`config.mk`:
```
export PLATFORM = sky130hd
export DESIGN_NAME = cpu_top
export DESIGN_NICKNAME = d
export VERILOG_FILES = /design/src/rtl/cpu_pkg.sv /design/src/rtl/cpu_top.sv /design/src/rtl/exu.sv /design/src/rtl/idu.sv /design/src/rtl/ifu.sv /design/src/rtl/regfile.sv /design/src/rtl/pipe_reg.sv
export VERILOG_INCLUDE_DIRS = /design/src /design/src/rtl
export SDC_FILE = /design/constraint.sdc
export NUM_CORES = 2
export LEC_CHECK = 0
export ABC_AREA = 1
export ABC_CLOCK_PERIOD_IN_PS = 2400
export BUFFER_PORTS_ARGS = -buffer_cell sky130_fd_sc_hd__buf_4
export CAP_MARGIN = 40
export CORE_MARGIN = 2
export CORE_UTILIZATION = 45
export CTS_BUF_LIST = sky130_fd_sc_hd__clkbuf_4 sky130_fd_sc_hd__clkbuf_8 sky130_fd_sc_hd__clkbuf_16
export CTS_CLUSTER_SIZE = 28
export DETAILED_ROUTE_END_ITERATION = 12
export HOLD_SLACK_MARGIN = 0.03
export PLACE_DENSITY = 0.69
export REMOVE_ABC_BUFFERS = 1
export SETUP_SLACK_MARGIN = 0.15
export SKIP_CTS_REPAIR_TIMING = 1
export SLEW_MARGIN = 15
export SYNTH_ARGS = -nofsm -noshare
export SYNTH_HDL_FRONTEND = slang
export SYNTH_HIERARCHICAL = 1
export SYNTH_SLANG_ARGS = --single-unit
```
`constraint.sdc`:
```
create_clock -name clock -period 2.4 [get_ports clock]
set_input_delay 0.48 -clock clock [delete_from_list [all_inputs] [get_ports clock]]
set_output_delay 0.48 -clock clock [all_outputs]
set_load 0.02 [all_outputs]
```
`src/rtl/cpu_settings.svh`:
```
`ifndef CPU_SETTINGS_SVH
`define CPU_SETTINGS_SVH

// data and address width
`define CPU_XLEN 32

// architectural register file
`define CPU_REG_NUM 32
`define CPU_REG_AW 5

// first fetch address after reset
`define CPU_RESET_PC 32'h8000_0000

`endif
```
`src/rtl/cpu_pkg.sv`:
```
`include "cpu_settings.svh"

package cpu_pkg;

	// machine word, also used for addresses
	typedef logic [`CPU_XLEN-1:0] xlen_t;

	// architectural register index
	typedef logic [`CPU_REG_AW-1:0] reg_idx_t;

	// alu operations
	typedef enum logic [3:0] {
		alu_add,
		alu_sub,
		alu_sll,
		alu_slt,
		alu_sltu,
		alu_xor,
		alu_srl,
		alu_sra,
		alu_or,
		alu_and,
		// lui result is the immediate itself
		alu_pass_b
	} alu_op_e;

	// if/id payload
	typedef struct packed {
		xlen_t pc;
		xlen_t inst;
	} fetch_t;

	// id/ex payload, operands already resolved
	typedef struct packed {
		xlen_t    pc;
		alu_op_e  alu_op;
		xlen_t    op_a;
		xlen_t    op_b;
		reg_idx_t rd;
		logic     wen;
	} dec_t;

	// ex/wb payload, also the bypass source
	typedef struct packed {
		xlen_t    pc;
		reg_idx_t rd;
		logic     wen;
		xlen_t    result;
	} wb_t;

endpackage

```
`src/rtl/cpu_top.sv`:
```
`timescale 1ns/1ps
`include "cpu_settings.svh"

module cpu_top (
	input  logic              clock,
	input  logic              arst_n_i,

	// instruction port
	output logic              inst_req_o,
	output cpu_pkg::xlen_t    inst_addr_o,
	input  logic              inst_valid_i,
	input  cpu_pkg::xlen_t    inst_i,

	// commit port
	output logic              commit_valid_o,
	output cpu_pkg::xlen_t    commit_pc_o,
	output logic              commit_wen_o,
	output cpu_pkg::reg_idx_t commit_rd_o,
	output cpu_pkg::xlen_t    commit_data_o
);
	// fetch side
	logic              fetch_valid;
	cpu_pkg::fetch_t   fetch;
	logic              if_id_valid;
	cpu_pkg::fetch_t   if_id;

	// decode side
	cpu_pkg::reg_idx_t rs1;
	cpu_pkg::reg_idx_t rs2;
	cpu_pkg::xlen_t    rs1_data;
	cpu_pkg::xlen_t    rs2_data;
	logic              dec_valid;
	cpu_pkg::dec_t     dec;
	logic              id_ex_valid;
	cpu_pkg::dec_t     id_ex;

	// execute and writeback side
	cpu_pkg::wb_t      ex_out;
	logic              ex_wb_valid;
	cpu_pkg::wb_t      ex_wb;

	ifu u_ifu (
		.clock         (clock),
		.arst_n_i      (arst_n_i),
		.inst_req_o    (inst_req_o),
		.inst_addr_o   (inst_addr_o),
		.inst_valid_i  (inst_valid_i),
		.inst_i        (inst_i),
		.fetch_valid_o (fetch_valid),
		.fetch_o       (fetch)
	);

	pipe_reg #(
		.payload_t (cpu_pkg::fetch_t)
	) u_if_id (
		.clock    (clock),
		.arst_n_i (arst_n_i),
		.valid_i  (fetch_valid),
		.data_i   (fetch),
		.valid_o  (if_id_valid),
		.data_o   (if_id)
	);

	idu u_idu (
		.valid_i    (if_id_valid),
		.fetch_i    (if_id),
		.rs1_o      (rs1),
		.rs2_o      (rs2),
		.rs1_data_i (rs1_data),
		.rs2_data_i (rs2_data),
		.ex_valid_i (id_ex_valid),
		.ex_fwd_i   (ex_out),
		.wb_valid_i (ex_wb_valid),
		.wb_fwd_i   (ex_wb),
		.valid_o    (dec_valid),
		.dec_o      (dec)
	);

	// write port is the writeback stage
	regfile u_regfile (
		.clock    (clock),
		.arst_n_i (arst_n_i),
		.raddr1_i (rs1),
		.raddr2_i (rs2),
		.rdata1_o (rs1_data),
		.rdata2_o (rs2_data),
		.wen_i    (ex_wb_valid & ex_wb.wen),
		.waddr_i  (ex_wb.rd),
		.wdata_i  (ex_wb.result)
	);

	pipe_reg #(
		.payload_t (cpu_pkg::dec_t)
	) u_id_ex (
		.clock    (clock),
		.arst_n_i (arst_n_i),
		.valid_i  (dec_valid),
		.data_i   (dec),
		.valid_o  (id_ex_valid),
		.data_o   (id_ex)
	);

	exu u_exu (
		.dec_i (id_ex),
		.wb_o  (ex_out)
	);

	pipe_reg #(
		.payload_t (cpu_pkg::wb_t)
	) u_ex_wb (
		.clock    (clock),
		.arst_n_i (arst_n_i),
		.valid_i  (id_ex_valid),
		.data_i   (ex_out),
		.valid_o  (ex_wb_valid),
		.data_o   (ex_wb)
	);

	// commit shows the instruction in writeback
	assign commit_valid_o = ex_wb_valid;
	assign commit_pc_o    = ex_wb.pc;
	assign commit_wen_o   = ex_wb.wen;
	assign commit_rd_o    = ex_wb.rd;
	assign commit_data_o  = ex_wb.result;

endmodule

```
`src/rtl/exu.sv`:
```
`timescale 1ns/1ps
`include "cpu_settings.svh"

module exu (
	input  cpu_pkg::dec_t dec_i,
	output cpu_pkg::wb_t  wb_o
);
	logic [4:0]     shamt;
	logic           lt_signed;
	logic           lt_unsigned;
	cpu_pkg::xlen_t result;

	// rv32 shifts use five bits of the amount
	assign shamt       = dec_i.op_b[4:0];
	assign lt_signed   = $signed(dec_i.op_a) < $signed(dec_i.op_b);
	assign lt_unsigned = dec_i.op_a < dec_i.op_b;

	always_comb begin
		case (dec_i.alu_op)
			cpu_pkg::alu_add:  result = dec_i.op_a + dec_i.op_b;
			cpu_pkg::alu_sub:  result = dec_i.op_a - dec_i.op_b;
			cpu_pkg::alu_sll:  result = dec_i.op_a << shamt;
			cpu_pkg::alu_slt:  result = {{(`CPU_XLEN-1){1'b0}}, lt_signed};
			cpu_pkg::alu_sltu: result = {{(`CPU_XLEN-1){1'b0}}, lt_unsigned};
			cpu_pkg::alu_xor:  result = dec_i.op_a ^ dec_i.op_b;
			cpu_pkg::alu_srl:  result = dec_i.op_a >> shamt;
			cpu_pkg::alu_sra:  result = cpu_pkg::xlen_t'($signed(dec_i.op_a) >>> shamt);
			cpu_pkg::alu_or:   result = dec_i.op_a | dec_i.op_b;
			cpu_pkg::alu_and:  result = dec_i.op_a & dec_i.op_b;
			default:           result = dec_i.op_b;
		endcase
	end

	// pc, rd and wen ride along for commit and bypass
	assign wb_o.pc     = dec_i.pc;
	assign wb_o.rd     = dec_i.rd;
	assign wb_o.wen    = dec_i.wen;
	assign wb_o.result = result;

endmodule

```
`src/rtl/idu.sv`:
```
`timescale 1ns/1ps
`include "cpu_settings.svh"

module idu (
	input  logic              valid_i,
	input  cpu_pkg::fetch_t   fetch_i,

	// register file read
	output cpu_pkg::reg_idx_t rs1_o,
	output cpu_pkg::reg_idx_t rs2_o,
	input  cpu_pkg::xlen_t    rs1_data_i,
	input  cpu_pkg::xlen_t    rs2_data_i,

	// bypass sources, youngest first
	input  logic              ex_valid_i,
	input  cpu_pkg::wb_t      ex_fwd_i,
	input  logic              wb_valid_i,
	input  cpu_pkg::wb_t      wb_fwd_i,

	// towards id/ex
	output logic              valid_o,
	output cpu_pkg::dec_t     dec_o
);
	localparam logic [6:0] opc_op     = 7'b0110011;
	localparam logic [6:0] opc_op_imm = 7'b0010011;
	localparam logic [6:0] opc_lui    = 7'b0110111;
	localparam logic [6:0] opc_auipc  = 7'b0010111;

	logic [6:0]        opcode;
	logic [2:0]        funct3;
	logic [6:0]        funct7;
	cpu_pkg::reg_idx_t rd;
	cpu_pkg::xlen_t    imm_i;
	cpu_pkg::xlen_t    imm_u;
	cpu_pkg::xlen_t    imm;
	cpu_pkg::xlen_t    rs1_val;
	cpu_pkg::xlen_t    rs2_val;
	cpu_pkg::alu_op_e  alu_op;
	logic              supported;
	logic              use_imm;
	logic              use_pc;

	// funct3 picks the operation, alt selects sub or sra
	function automatic cpu_pkg::alu_op_e op_from_funct3(
		input logic [2:0] f3,
		input logic       alt
	);
		cpu_pkg::alu_op_e op;
		case (f3)
			3'b000: op = alt ? cpu_pkg::alu_sub : cpu_pkg::alu_add;
			3'b001: op = cpu_pkg::alu_sll;
			3'b010: op = cpu_pkg::alu_slt;
			3'b011: op = cpu_pkg::alu_sltu;
			3'b100: op = cpu_pkg::alu_xor;
			3'b101: op = alt ? cpu_pkg::alu_sra : cpu_pkg::alu_srl;
			3'b110: op = cpu_pkg::alu_or;
			default: op = cpu_pkg::alu_and;
		endcase
		return op;
	endfunction

	// youngest in-flight writer wins, x0 is hardwired
	function automatic cpu_pkg::xlen_t pick_src(
		input cpu_pkg::reg_idx_t idx,
		input cpu_pkg::xlen_t    rf_data,
		input logic              ex_en,
		input cpu_pkg::wb_t      ex_src,
		input logic              wb_en,
		input cpu_pkg::wb_t      wb_src
	);
		cpu_pkg::xlen_t data;
		data = rf_data;
		if (idx == '0) begin
			data = '0;
		end else if (ex_en && ex_src.wen && ex_src.rd == idx) begin
			data = ex_src.result;
		end else if (wb_en && wb_src.wen && wb_src.rd == idx) begin
			data = wb_src.result;
		end
		return data;
	endfunction

	assign opcode = fetch_i.inst[6:0];
	assign funct3 = fetch_i.inst[14:12];
	assign funct7 = fetch_i.inst[31:25];
	assign rd     = fetch_i.inst[11:7];
	assign rs1_o  = fetch_i.inst[19:15];
	assign rs2_o  = fetch_i.inst[24:20];

	assign imm_i = {{(`CPU_XLEN-12){fetch_i.inst[31]}}, fetch_i.inst[31:20]};
	assign imm_u = {fetch_i.inst[31:12], 12'b0};

	always_comb begin
		supported = 1'b0;
		alu_op    = cpu_pkg::alu_add;
		use_imm   = 1'b0;
		use_pc    = 1'b0;
		imm       = imm_i;
		case (opcode)
			opc_op: begin
				// only sub and sra have the alternate funct7
				supported = (funct7 == 7'b0000000) ||
					(funct7 == 7'b0100000 && (funct3 == 3'b000 || funct3 == 3'b101));
				alu_op = op_from_funct3(funct3, funct7[5]);
			end
			opc_op_imm: begin
				use_imm = 1'b1;
				alu_op  = op_from_funct3(funct3, funct3 == 3'b101 && funct7[5]);
				case (funct3)
					3'b001: supported = (funct7 == 7'b0000000);
					3'b101: supported = (funct7 == 7'b0000000) || (funct7 == 7'b0100000);
					default: supported = 1'b1;
				endcase
			end
			opc_lui: begin
				supported = 1'b1;
				use_imm   = 1'b1;
				imm       = imm_u;
				alu_op    = cpu_pkg::alu_pass_b;
			end
			opc_auipc: begin
				supported = 1'b1;
				use_imm   = 1'b1;
				use_pc    = 1'b1;
				imm       = imm_u;
			end
			default: begin
				supported = 1'b0;
			end
		endcase
	end

	assign rs1_val = pick_src(rs1_o, rs1_data_i, ex_valid_i, ex_fwd_i, wb_valid_i, wb_fwd_i);
	assign rs2_val = pick_src(rs2_o, rs2_data_i, ex_valid_i, ex_fwd_i, wb_valid_i, wb_fwd_i);

	assign valid_o      = valid_i;
	assign dec_o.pc     = fetch_i.pc;
	assign dec_o.alu_op = alu_op;
	assign dec_o.op_a   = use_pc ? fetch_i.pc : rs1_val;
	assign dec_o.op_b   = use_imm ? imm : rs2_val;
	assign dec_o.rd     = rd;
	// unknown encodings flow on as no-write
	assign dec_o.wen    = supported && (rd != '0);

endmodule

```
`src/rtl/ifu.sv`:
```
`timescale 1ns/1ps
`include "cpu_settings.svh"

module ifu (
	input  logic            clock,
	input  logic            arst_n_i,

	// instruction port
	output logic            inst_req_o,
	output cpu_pkg::xlen_t  inst_addr_o,
	input  logic            inst_valid_i,
	input  cpu_pkg::xlen_t  inst_i,

	// towards if/id
	output logic            fetch_valid_o,
	output cpu_pkg::fetch_t fetch_o
);
	// address of the pending request, or of the next one to issue
	cpu_pkg::xlen_t pc_q;
	cpu_pkg::xlen_t pc_next;
	logic           pending_q;

	assign pc_next = pc_q + cpu_pkg::xlen_t'(4);

	// new request when idle or when the pending one is answered
	// held off while reset is asserted
	assign inst_req_o = arst_n_i && (!pending_q || inst_valid_i);

	// an answer frees the port for the following word right away
	assign inst_addr_o = inst_valid_i ? pc_next : pc_q;

	always_ff @(posedge clock or negedge arst_n_i) begin
		if (!arst_n_i) begin
			pc_q          <= `CPU_RESET_PC;
			pending_q     <= 1'b0;
			fetch_valid_o <= 1'b0;
		end else begin
			pending_q     <= inst_req_o || (pending_q && !inst_valid_i);
			fetch_valid_o <= inst_valid_i;
			if (inst_valid_i) begin
				pc_q <= pc_next;
			end
		end
	end

	// pair the returned word with its address
	always_ff @(posedge clock) begin
		fetch_o.pc   <= pc_q;
		fetch_o.inst <= inst_i;
	end

endmodule

```
`src/rtl/regfile.sv`:
```
`timescale 1ns/1ps
`include "cpu_settings.svh"

module regfile (
	input  logic              clock,
	input  logic              arst_n_i,
	input  cpu_pkg::reg_idx_t raddr1_i,
	input  cpu_pkg::reg_idx_t raddr2_i,
	output cpu_pkg::xlen_t    rdata1_o,
	output cpu_pkg::xlen_t    rdata2_o,
	input  logic              wen_i,
	input  cpu_pkg::reg_idx_t waddr_i,
	input  cpu_pkg::xlen_t    wdata_i
);
	cpu_pkg::xlen_t regs [`CPU_REG_NUM];

	always_ff @(posedge clock or negedge arst_n_i) begin
		if (!arst_n_i) begin
			for (int i = 0; i < `CPU_REG_NUM; i++) begin
				regs[i] <= '0;
			end
		end else if (wen_i && waddr_i != '0) begin
			// x0 keeps its reset value forever
			regs[waddr_i] <= wdata_i;
		end
	end

	// read ports are asynchronous
	assign rdata1_o = regs[raddr1_i];
	assign rdata2_o = regs[raddr2_i];

endmodule

```
`src/rtl/pipe_reg.sv`:
```
`timescale 1ns/1ps
`include "cpu_settings.svh"

module pipe_reg #(
	parameter type payload_t = logic
) (
	input  logic     clock,
	input  logic     arst_n_i,
	input  logic     valid_i,
	input  payload_t data_i,
	output logic     valid_o,
	output payload_t data_o
);
	// no back-pressure, so every edge advances the stage
	always_ff @(posedge clock or negedge arst_n_i) begin
		if (!arst_n_i) begin
			valid_o <= 1'b0;
		end else begin
			valid_o <= valid_i;
		end
	end

	// bubbles carry stale payload, valid qualifies it
	always_ff @(posedge clock) begin
		data_o <= data_i;
	end

endmodule

```
==> report_table.html <==
<table>
<tr><th>Metric</th><th>Value</th></tr>
<tr><th colspan="2">Floorplan</th></tr>
<tr><td>Die Y</td><td>421 um</td></tr>
<tr><td>Placeable core region</td><td>172000 um2</td></tr>
<tr><td>Horizontal die dimension</td><td>approximately 420 um</td></tr>
<tr><td>Placement row count</td><td>152</td></tr>
<tr><td># IOs</td><td>between 100 and 150</td></tr>
<tr><td>Initial standard-cell utilization of the core</td><td>about 45%</td></tr>
<tr><td>Overall die area</td><td>177000 um2</td></tr>
<tr><th colspan="2">Timing</th></tr>
<tr><td>Setup-failing EPs final</td><td>95</td></tr>
<tr><td>Hold violation total from the final report</td><td>0</td></tr>
<tr><td>Final critical path time including I/O delays and setup</td><td>between 3 and 4 ns</td></tr>
<tr><td>Setup repair after global routing missed its margin</td><td>true</td></tr>
<tr><td>Worst relative slew slack</td><td>around 40%</td></tr>
<tr><td>Setup TNS after final layout</td><td>-22.36 ns</td></tr>
<tr><td>Final-report max-slew violation count</td><td>0</td></tr>
<tr><td>Final WS setup</td><td>-0.615 ns</td></tr>
<tr><td>Setup skew after layout</td><td>approximately 0.032 ns</td></tr>
<tr><td>Worst-margin pin slew</td><td>about 0.9 ns</td></tr>
<tr><td>Final period util</td><td>126%</td></tr>
<tr><td>Achievable Freq</td><td>0.332 GHz</td></tr>
<tr><th colspan="2">Power</th></tr>
<tr><td>P per Cell Area</td><td>655 nW/um2</td></tr>
<tr><td>Leakage power of the design</td><td>roughly 48 nW</td></tr>
<tr><td>Worst VDD drop</td><td>about 0.00093 V</td></tr>
<tr><th colspan="2">Worst setup path</th></tr>
<tr><td>Data required, critical path</td><td>1.92 ns</td></tr>
<tr><td>Largest fanout on the critical path</td><td>3</td></tr>
<tr><td>Largest delay contributor family on the critical path</td><td>simple AND/OR/NAND/NOR gates</td></tr>
<tr><td>Cells along the critical path</td><td>buf_6, nand3_2, nor2_4, nand3_4, nor2_4, nand2_1, nand2_1, nand2_2, buf_6</td></tr>
<tr><td>Startpoint type of the worst setup path</td><td>register</td></tr>
<tr><td>Critical path startpoint</td><td>u_ifu/pc_q[3]$_DFF_PN0_</td></tr>
<tr><td>Worst setup path endpoint</td><td>inst_addr_o[29]</td></tr>
<tr><td>Logic depth of the worst setup path including buffers</td><td>9</td></tr>
<tr><td>CP Class</td><td>register to output port</td></tr>
<tr><td>Arrival time of data at the critical path endpoint</td><td>2.54 ns</td></tr>
<tr><td>Crit. End Element</td><td>output port</td></tr>
<tr><td>Critical Path Slowest Stage Cell</td><td>sky130_fd_sc_hd__dfrtp_1</td></tr>
<tr><td>Largest incremental delay on the critical path</td><td>0.45 ns</td></tr>
<tr><td>Worst-case register-to-register setup slack</td><td>-0.45 ns</td></tr>
<tr><td>Critical register-to-register path endpoint</td><td>u_id_ex/data_o[16]$_DFF_P_</td></tr>
<tr><td>Number of cells on the worst reg-to-reg path</td><td>17</td></tr>
<tr><td>Startpoint of the lowest-slack register-to-register path</td><td>u_id_ex/data_o[6]$_DFF_P_</td></tr>
<tr><td>Total buffers and inverters traversed by the critical path</td><td>2</td></tr>
<tr><th colspan="2">Global route</th></tr>
<tr><td>Number of antenna violations at the first check in global routing</td><td>13</td></tr>
<tr><td>Vias in the first global route</td><td>81.1k</td></tr>
<tr><td>Global-route wire length before repair</td><td>517000 um</td></tr>
<tr><td>Largest net degree at the start of global routing</td><td>about 140</td></tr>
<tr><td>Global route overflow</td><td>0</td></tr>
<tr><td>Total routing usage reported by global routing</td><td>approximately two fifths</td></tr>
<tr><th colspan="2">Hold path</th></tr>
<tr><td>Number of stages on the worst hold path</td><td>4</td></tr>
<tr><td>Type of the most critical hold path</td><td>input port to register</td></tr>
<tr><td>Origin of the worst min-delay path</td><td>inst_valid_i</td></tr>
<tr><th colspan="2">Synth</th></tr>
<tr><td>Number of distinct library cell variants in the gate-level netlist after synthesis</td><td>54</td></tr>
<tr><td>Cell area after technology mapping</td><td>78100 um2</td></tr>
<tr><td>Yosys warns</td><td>6</td></tr>
<tr><td>Number of flops mapped to enable cells by yosys</td><td>0</td></tr>
<tr><td>Gate count of the mapped netlist</td><td>11.8k</td></tr>
<tr><td>Top FF cell, synth</td><td>sky130_fd_sc_hd__dfrtp_1</td></tr>
<tr><td>Syn avg cell area</td><td>6.64 um2</td></tr>
<tr><td>Flops &amp; latches, synth</td><td>1361</td></tr>
<tr><td>Sequential-to-total area share from yosys stat</td><td>41.7%</td></tr>
<tr><td>Synth async-reset ratio</td><td>77.8%</td></tr>
<tr><th colspan="2">Detailed routing</th></tr>
<tr><td>Final wirelength</td><td>about 360000 um</td></tr>
<tr><td>Final routed DRC violation total</td><td>0</td></tr>
<tr><td>Count of TritonRoute iterations in the first routing pass</td><td>7</td></tr>
<tr><td>Via density per instance</td><td>roughly 6</td></tr>
<tr><td>Total vias in the final route</td><td>88.8k</td></tr>
<tr><td>Iteration-0 DRC Markers</td><td>~14k</td></tr>
<tr><td>Number of nets with antenna violations after routing</td><td>0</td></tr>
<tr><td>Avg WL per Cell</td><td>24.5 um</td></tr>
<tr><th colspan="2">Clocking</th></tr>
<tr><td>TritonCTS clock tree</td><td>done</td></tr>
<tr><td>Clock net sink count</td><td>1361</td></tr>
<tr><td>Max Root-Sink Buffers</td><td>3</td></tr>
<tr><td>Clock slew seen by the registers of the worst setup and hold paths</td><td>0.07 ns</td></tr>
<tr><td>Clock tree root buffer cell</td><td>sky130_fd_sc_hd__clkbuf_16</td></tr>
<tr><td>Clock latency reported for the late side of the worst-skew pair</td><td>0.83 ns</td></tr>
<tr><td>TritonCTS buffer count</td><td>150</td></tr>
<tr><td>H-tree depth reported by CTS</td><td>4</td></tr>
<tr><th colspan="2">Place</th></tr>
<tr><td>Dpl cells</td><td>between 10k and 15k</td></tr>
<tr><td>Count of input and output buffers</td><td>~140</td></tr>
<tr><td>Half-perimeter wire length after placement</td><td>240000 um</td></tr>
<tr><td>Final RePlAce weighted congestion</td><td>1.06</td></tr>
<tr><th colspan="2">Status</th></tr>
<tr><td>Outcome</td><td>complete, but fails checks</td></tr>
<tr><td>Failing checks</td><td>setup timing</td></tr>
<tr><th colspan="2">Final layout</th></tr>
<tr><td>Most common cell after layout, fill and taps aside</td><td>sky130_fd_sc_hd__nand2_1</td></tr>
<tr><td>Final Non-Filler Cells</td><td>roughly 15k</td></tr>
<tr><td>Layout Nets</td><td>12.5k</td></tr>
<tr><td>Count of filler cells inserted in the layout</td><td>15.5k</td></tr>
<tr><td>Commonest cells after routing, fill and taps aside</td><td>sky130_fd_sc_hd__nand2_1, sky130_fd_sc_hd__nand3_1, sky130_fd_sc_hd__dfrtp_1</td></tr>
<tr><td>Area growth, synth to finish</td><td>30.3%</td></tr>
<tr><td>Fraction of layout cells with a size suffix above 1</td><td>22.5%</td></tr>
<tr><th colspan="2">Job</th></tr>
<tr><td>Number of maximum-capacitance constraint violations</td><td>0</td></tr>
</table>
[per-stage QoR]
stage               worst slack [ns]  utilization, %  hold slack, ns  area [um2]  power, mW
floorplan                     -20.14               -           0.184       73900       30.6
global placement              -0.698            51.5           0.310       88600       38.2
detailed placement            -0.704            51.6           0.312       88800       38.4
CTS                           -0.716            54.6          -0.515       94000       62.8
global route                  -0.760            59.2           0.143      102000       68.5
finish                        -0.615            59.2           0.143      102000       66.7
[state kept, by name, summed over array words and instances, names as in the netlist]
register,flops
u_ex_wb/data_o,70
u_if_id/valid_o,1
u_ifu/fetch_o,62
u_ifu/pc_q,30
u_ifu/pending_q,1
u_regfile/regs,1024
u_id_ex/valid_o,1
u_ifu/fetch_valid_o,1
u_if_id/data_o,64
u_ex_wb/valid_o,1
u_id_ex/data_o,106
[synth_stat cells, types with 6 or more instances]
| cell type | number | area (um2) |
|---|---|---|
| sky130_fd_sc_hd__nand2_1 | 4813 | 18100 |
| sky130_fd_sc_hd__nand3_1 | 2098 | 10500 |
| sky130_fd_sc_hd__dfrtp_1 | 1058 | 26500 |
| sky130_fd_sc_hd__o21ai_0 | 865 | 4330 |
| sky130_fd_sc_hd__clkbuf_1 | 689 | 2590 |
| sky130_fd_sc_hd__nor2_1 | 542 | 2030 |
| sky130_fd_sc_hd__inv_1 | 396 | 1490 |
| sky130_fd_sc_hd__dfxtp_1 | 302 | 6050 |
| sky130_fd_sc_hd__a21oi_1 | 242 | 1210 |
| sky130_fd_sc_hd__buf_2 | 117 | 586 |
| sky130_fd_sc_hd__buf_4 | 100 | 751 |
| sky130_fd_sc_hd__ha_1 | 98 | 1230 |
| sky130_fd_sc_hd__nand4_1 | 90 | 563 |
| sky130_fd_sc_hd__buf_1 | 72 | 270 |
| sky130_fd_sc_hd__nor3_1 | 32 | 160 |
| sky130_fd_sc_hd__o21ai_1 | 30 | 150 |
| sky130_fd_sc_hd__inv_2 | 26 | 97.6 |
| sky130_fd_sc_hd__nor2_2 | 21 | 131 |
| sky130_fd_sc_hd__o22ai_1 | 21 | 131 |
| sky130_fd_sc_hd__nand2_2 | 15 | 93.8 |
| sky130_fd_sc_hd__o211ai_1 | 15 | 113 |
| sky130_fd_sc_hd__o21bai_1 | 15 | 113 |
| sky130_fd_sc_hd__xor2_1 | 13 | 114 |
| sky130_fd_sc_hd__and2_1 | 10 | 62.6 |
| sky130_fd_sc_hd__a211oi_1 | 9 | 67.6 |
| sky130_fd_sc_hd__nand3b_1 | 9 | 67.6 |
| sky130_fd_sc_hd__nor3_2 | 8 | 80.1 |
| sky130_fd_sc_hd__a31oi_1 | 6 | 37.5 |
| sky130_fd_sc_hd__buf_6 | 6 | 67.6 |
| sky130_fd_sc_hd__nor2_4 | 6 | 67.6 |
| sky130_fd_sc_hd__xnor2_1 | 6 | 52.6 |
[worst reg2reg max path: stages, from the launching register on]
cell and delay [ns]:
sky130_fd_sc_hd__dfxtp_4 0.36, sky130_fd_sc_hd__buf_12 0.15, sky130_fd_sc_hd__buf_6 0.13, sky130_fd_sc_hd__clkbuf_16 0.18, sky130_fd_sc_hd__nand2_2 0.12, sky130_fd_sc_hd__nand3_1 0.13, sky130_fd_sc_hd__nand3_1 0.13, sky130_fd_sc_hd__nand2_2 0.10
sky130_fd_sc_hd__buf_6 0.13, sky130_fd_sc_hd__o211ai_1 0.30, sky130_fd_sc_hd__nand3_1 0.20, sky130_fd_sc_hd__nor2_4 0.17, sky130_fd_sc_hd__a21oi_4 0.10, sky130_fd_sc_hd__buf_6 0.14, sky130_fd_sc_hd__nor2_2 0.11, sky130_fd_sc_hd__nor2_1 0.07
sky130_fd_sc_hd__nand2_1 0.08, sky130_fd_sc_hd__nand2_2 0.12
[area by class of cell]
type | instances | area [um2] | share of cell area (%)
Sequential cell | 1361 | 32700 | 32.1
Clock inverter | 62 | 742 | 0.729
Antenna cell | 5 | 12.5 | 0.0123
Tap cell | 2310 | 2890 | 2.84
Timing Repair Buffer | 1437 | 14800 | 14.6
Clock buffer | 211 | 4480 | 4.40
Inverter | 427 | 1720 | 1.69
Multi-Input combinational cell | 9002 | 44400 | 43.6
[report_power, final]
part	switching (mW)	total [mW]	internal (mW)	leakage [nW]
combinational	10.7	17.0	6.32	28.2
clock	10.2	24.7	14.5	2.61
sequential	1.16	24.9	23.7	17.2
total	22.1	66.7	44.5	48.1
[layer usage]
metal	vias up	share of wire (%)	global-route usage, %
met1	41500	36	48.6
li1	39200	-	-
met5	-	0.023	0
met4	8	9.5	29.6
met2	6437	43	57.5
met3	1666	12	9.81
[kinds of logic (layout without fill, tap and decap cells)]
kind of cell / after synthesis / count (layout) / share of synthesized area [%]
AND/OR/NAND/NOR: 7666 / 7666 / 41.0
buffers and inverters: 1412 / 2137 / 7.51
flip-flops: 1361 / 1361 / 41.7
AO/OA/AOI/OAI: 1213 / 1213 / 7.98
adder cells (fa/ha/maj): 100 / 100 / 1.62
XOR/XNOR: 19 / 19 / 0.213
other: 1 / 9 / 0.00480
[worst min-delay path by stage]
stage and end:
2_1_floorplan u_ex_wb/valid_o$_DFF_PN0_, 3_3_place_gp u_ex_wb/data_o[68]$_DFF_P_, 3_5_place_dp u_ex_wb/data_o[43]$_DFF_P_, 4_1_cts u_regfile/regs[956]$_DFFE_PN0P_, 5_1_grt u_ifu/pending_q$_DFF_PN0_, 6_report u_ifu/pending_q$_DFF_PN0_
No activity file was read; power rests on OpenSTA's default activity.
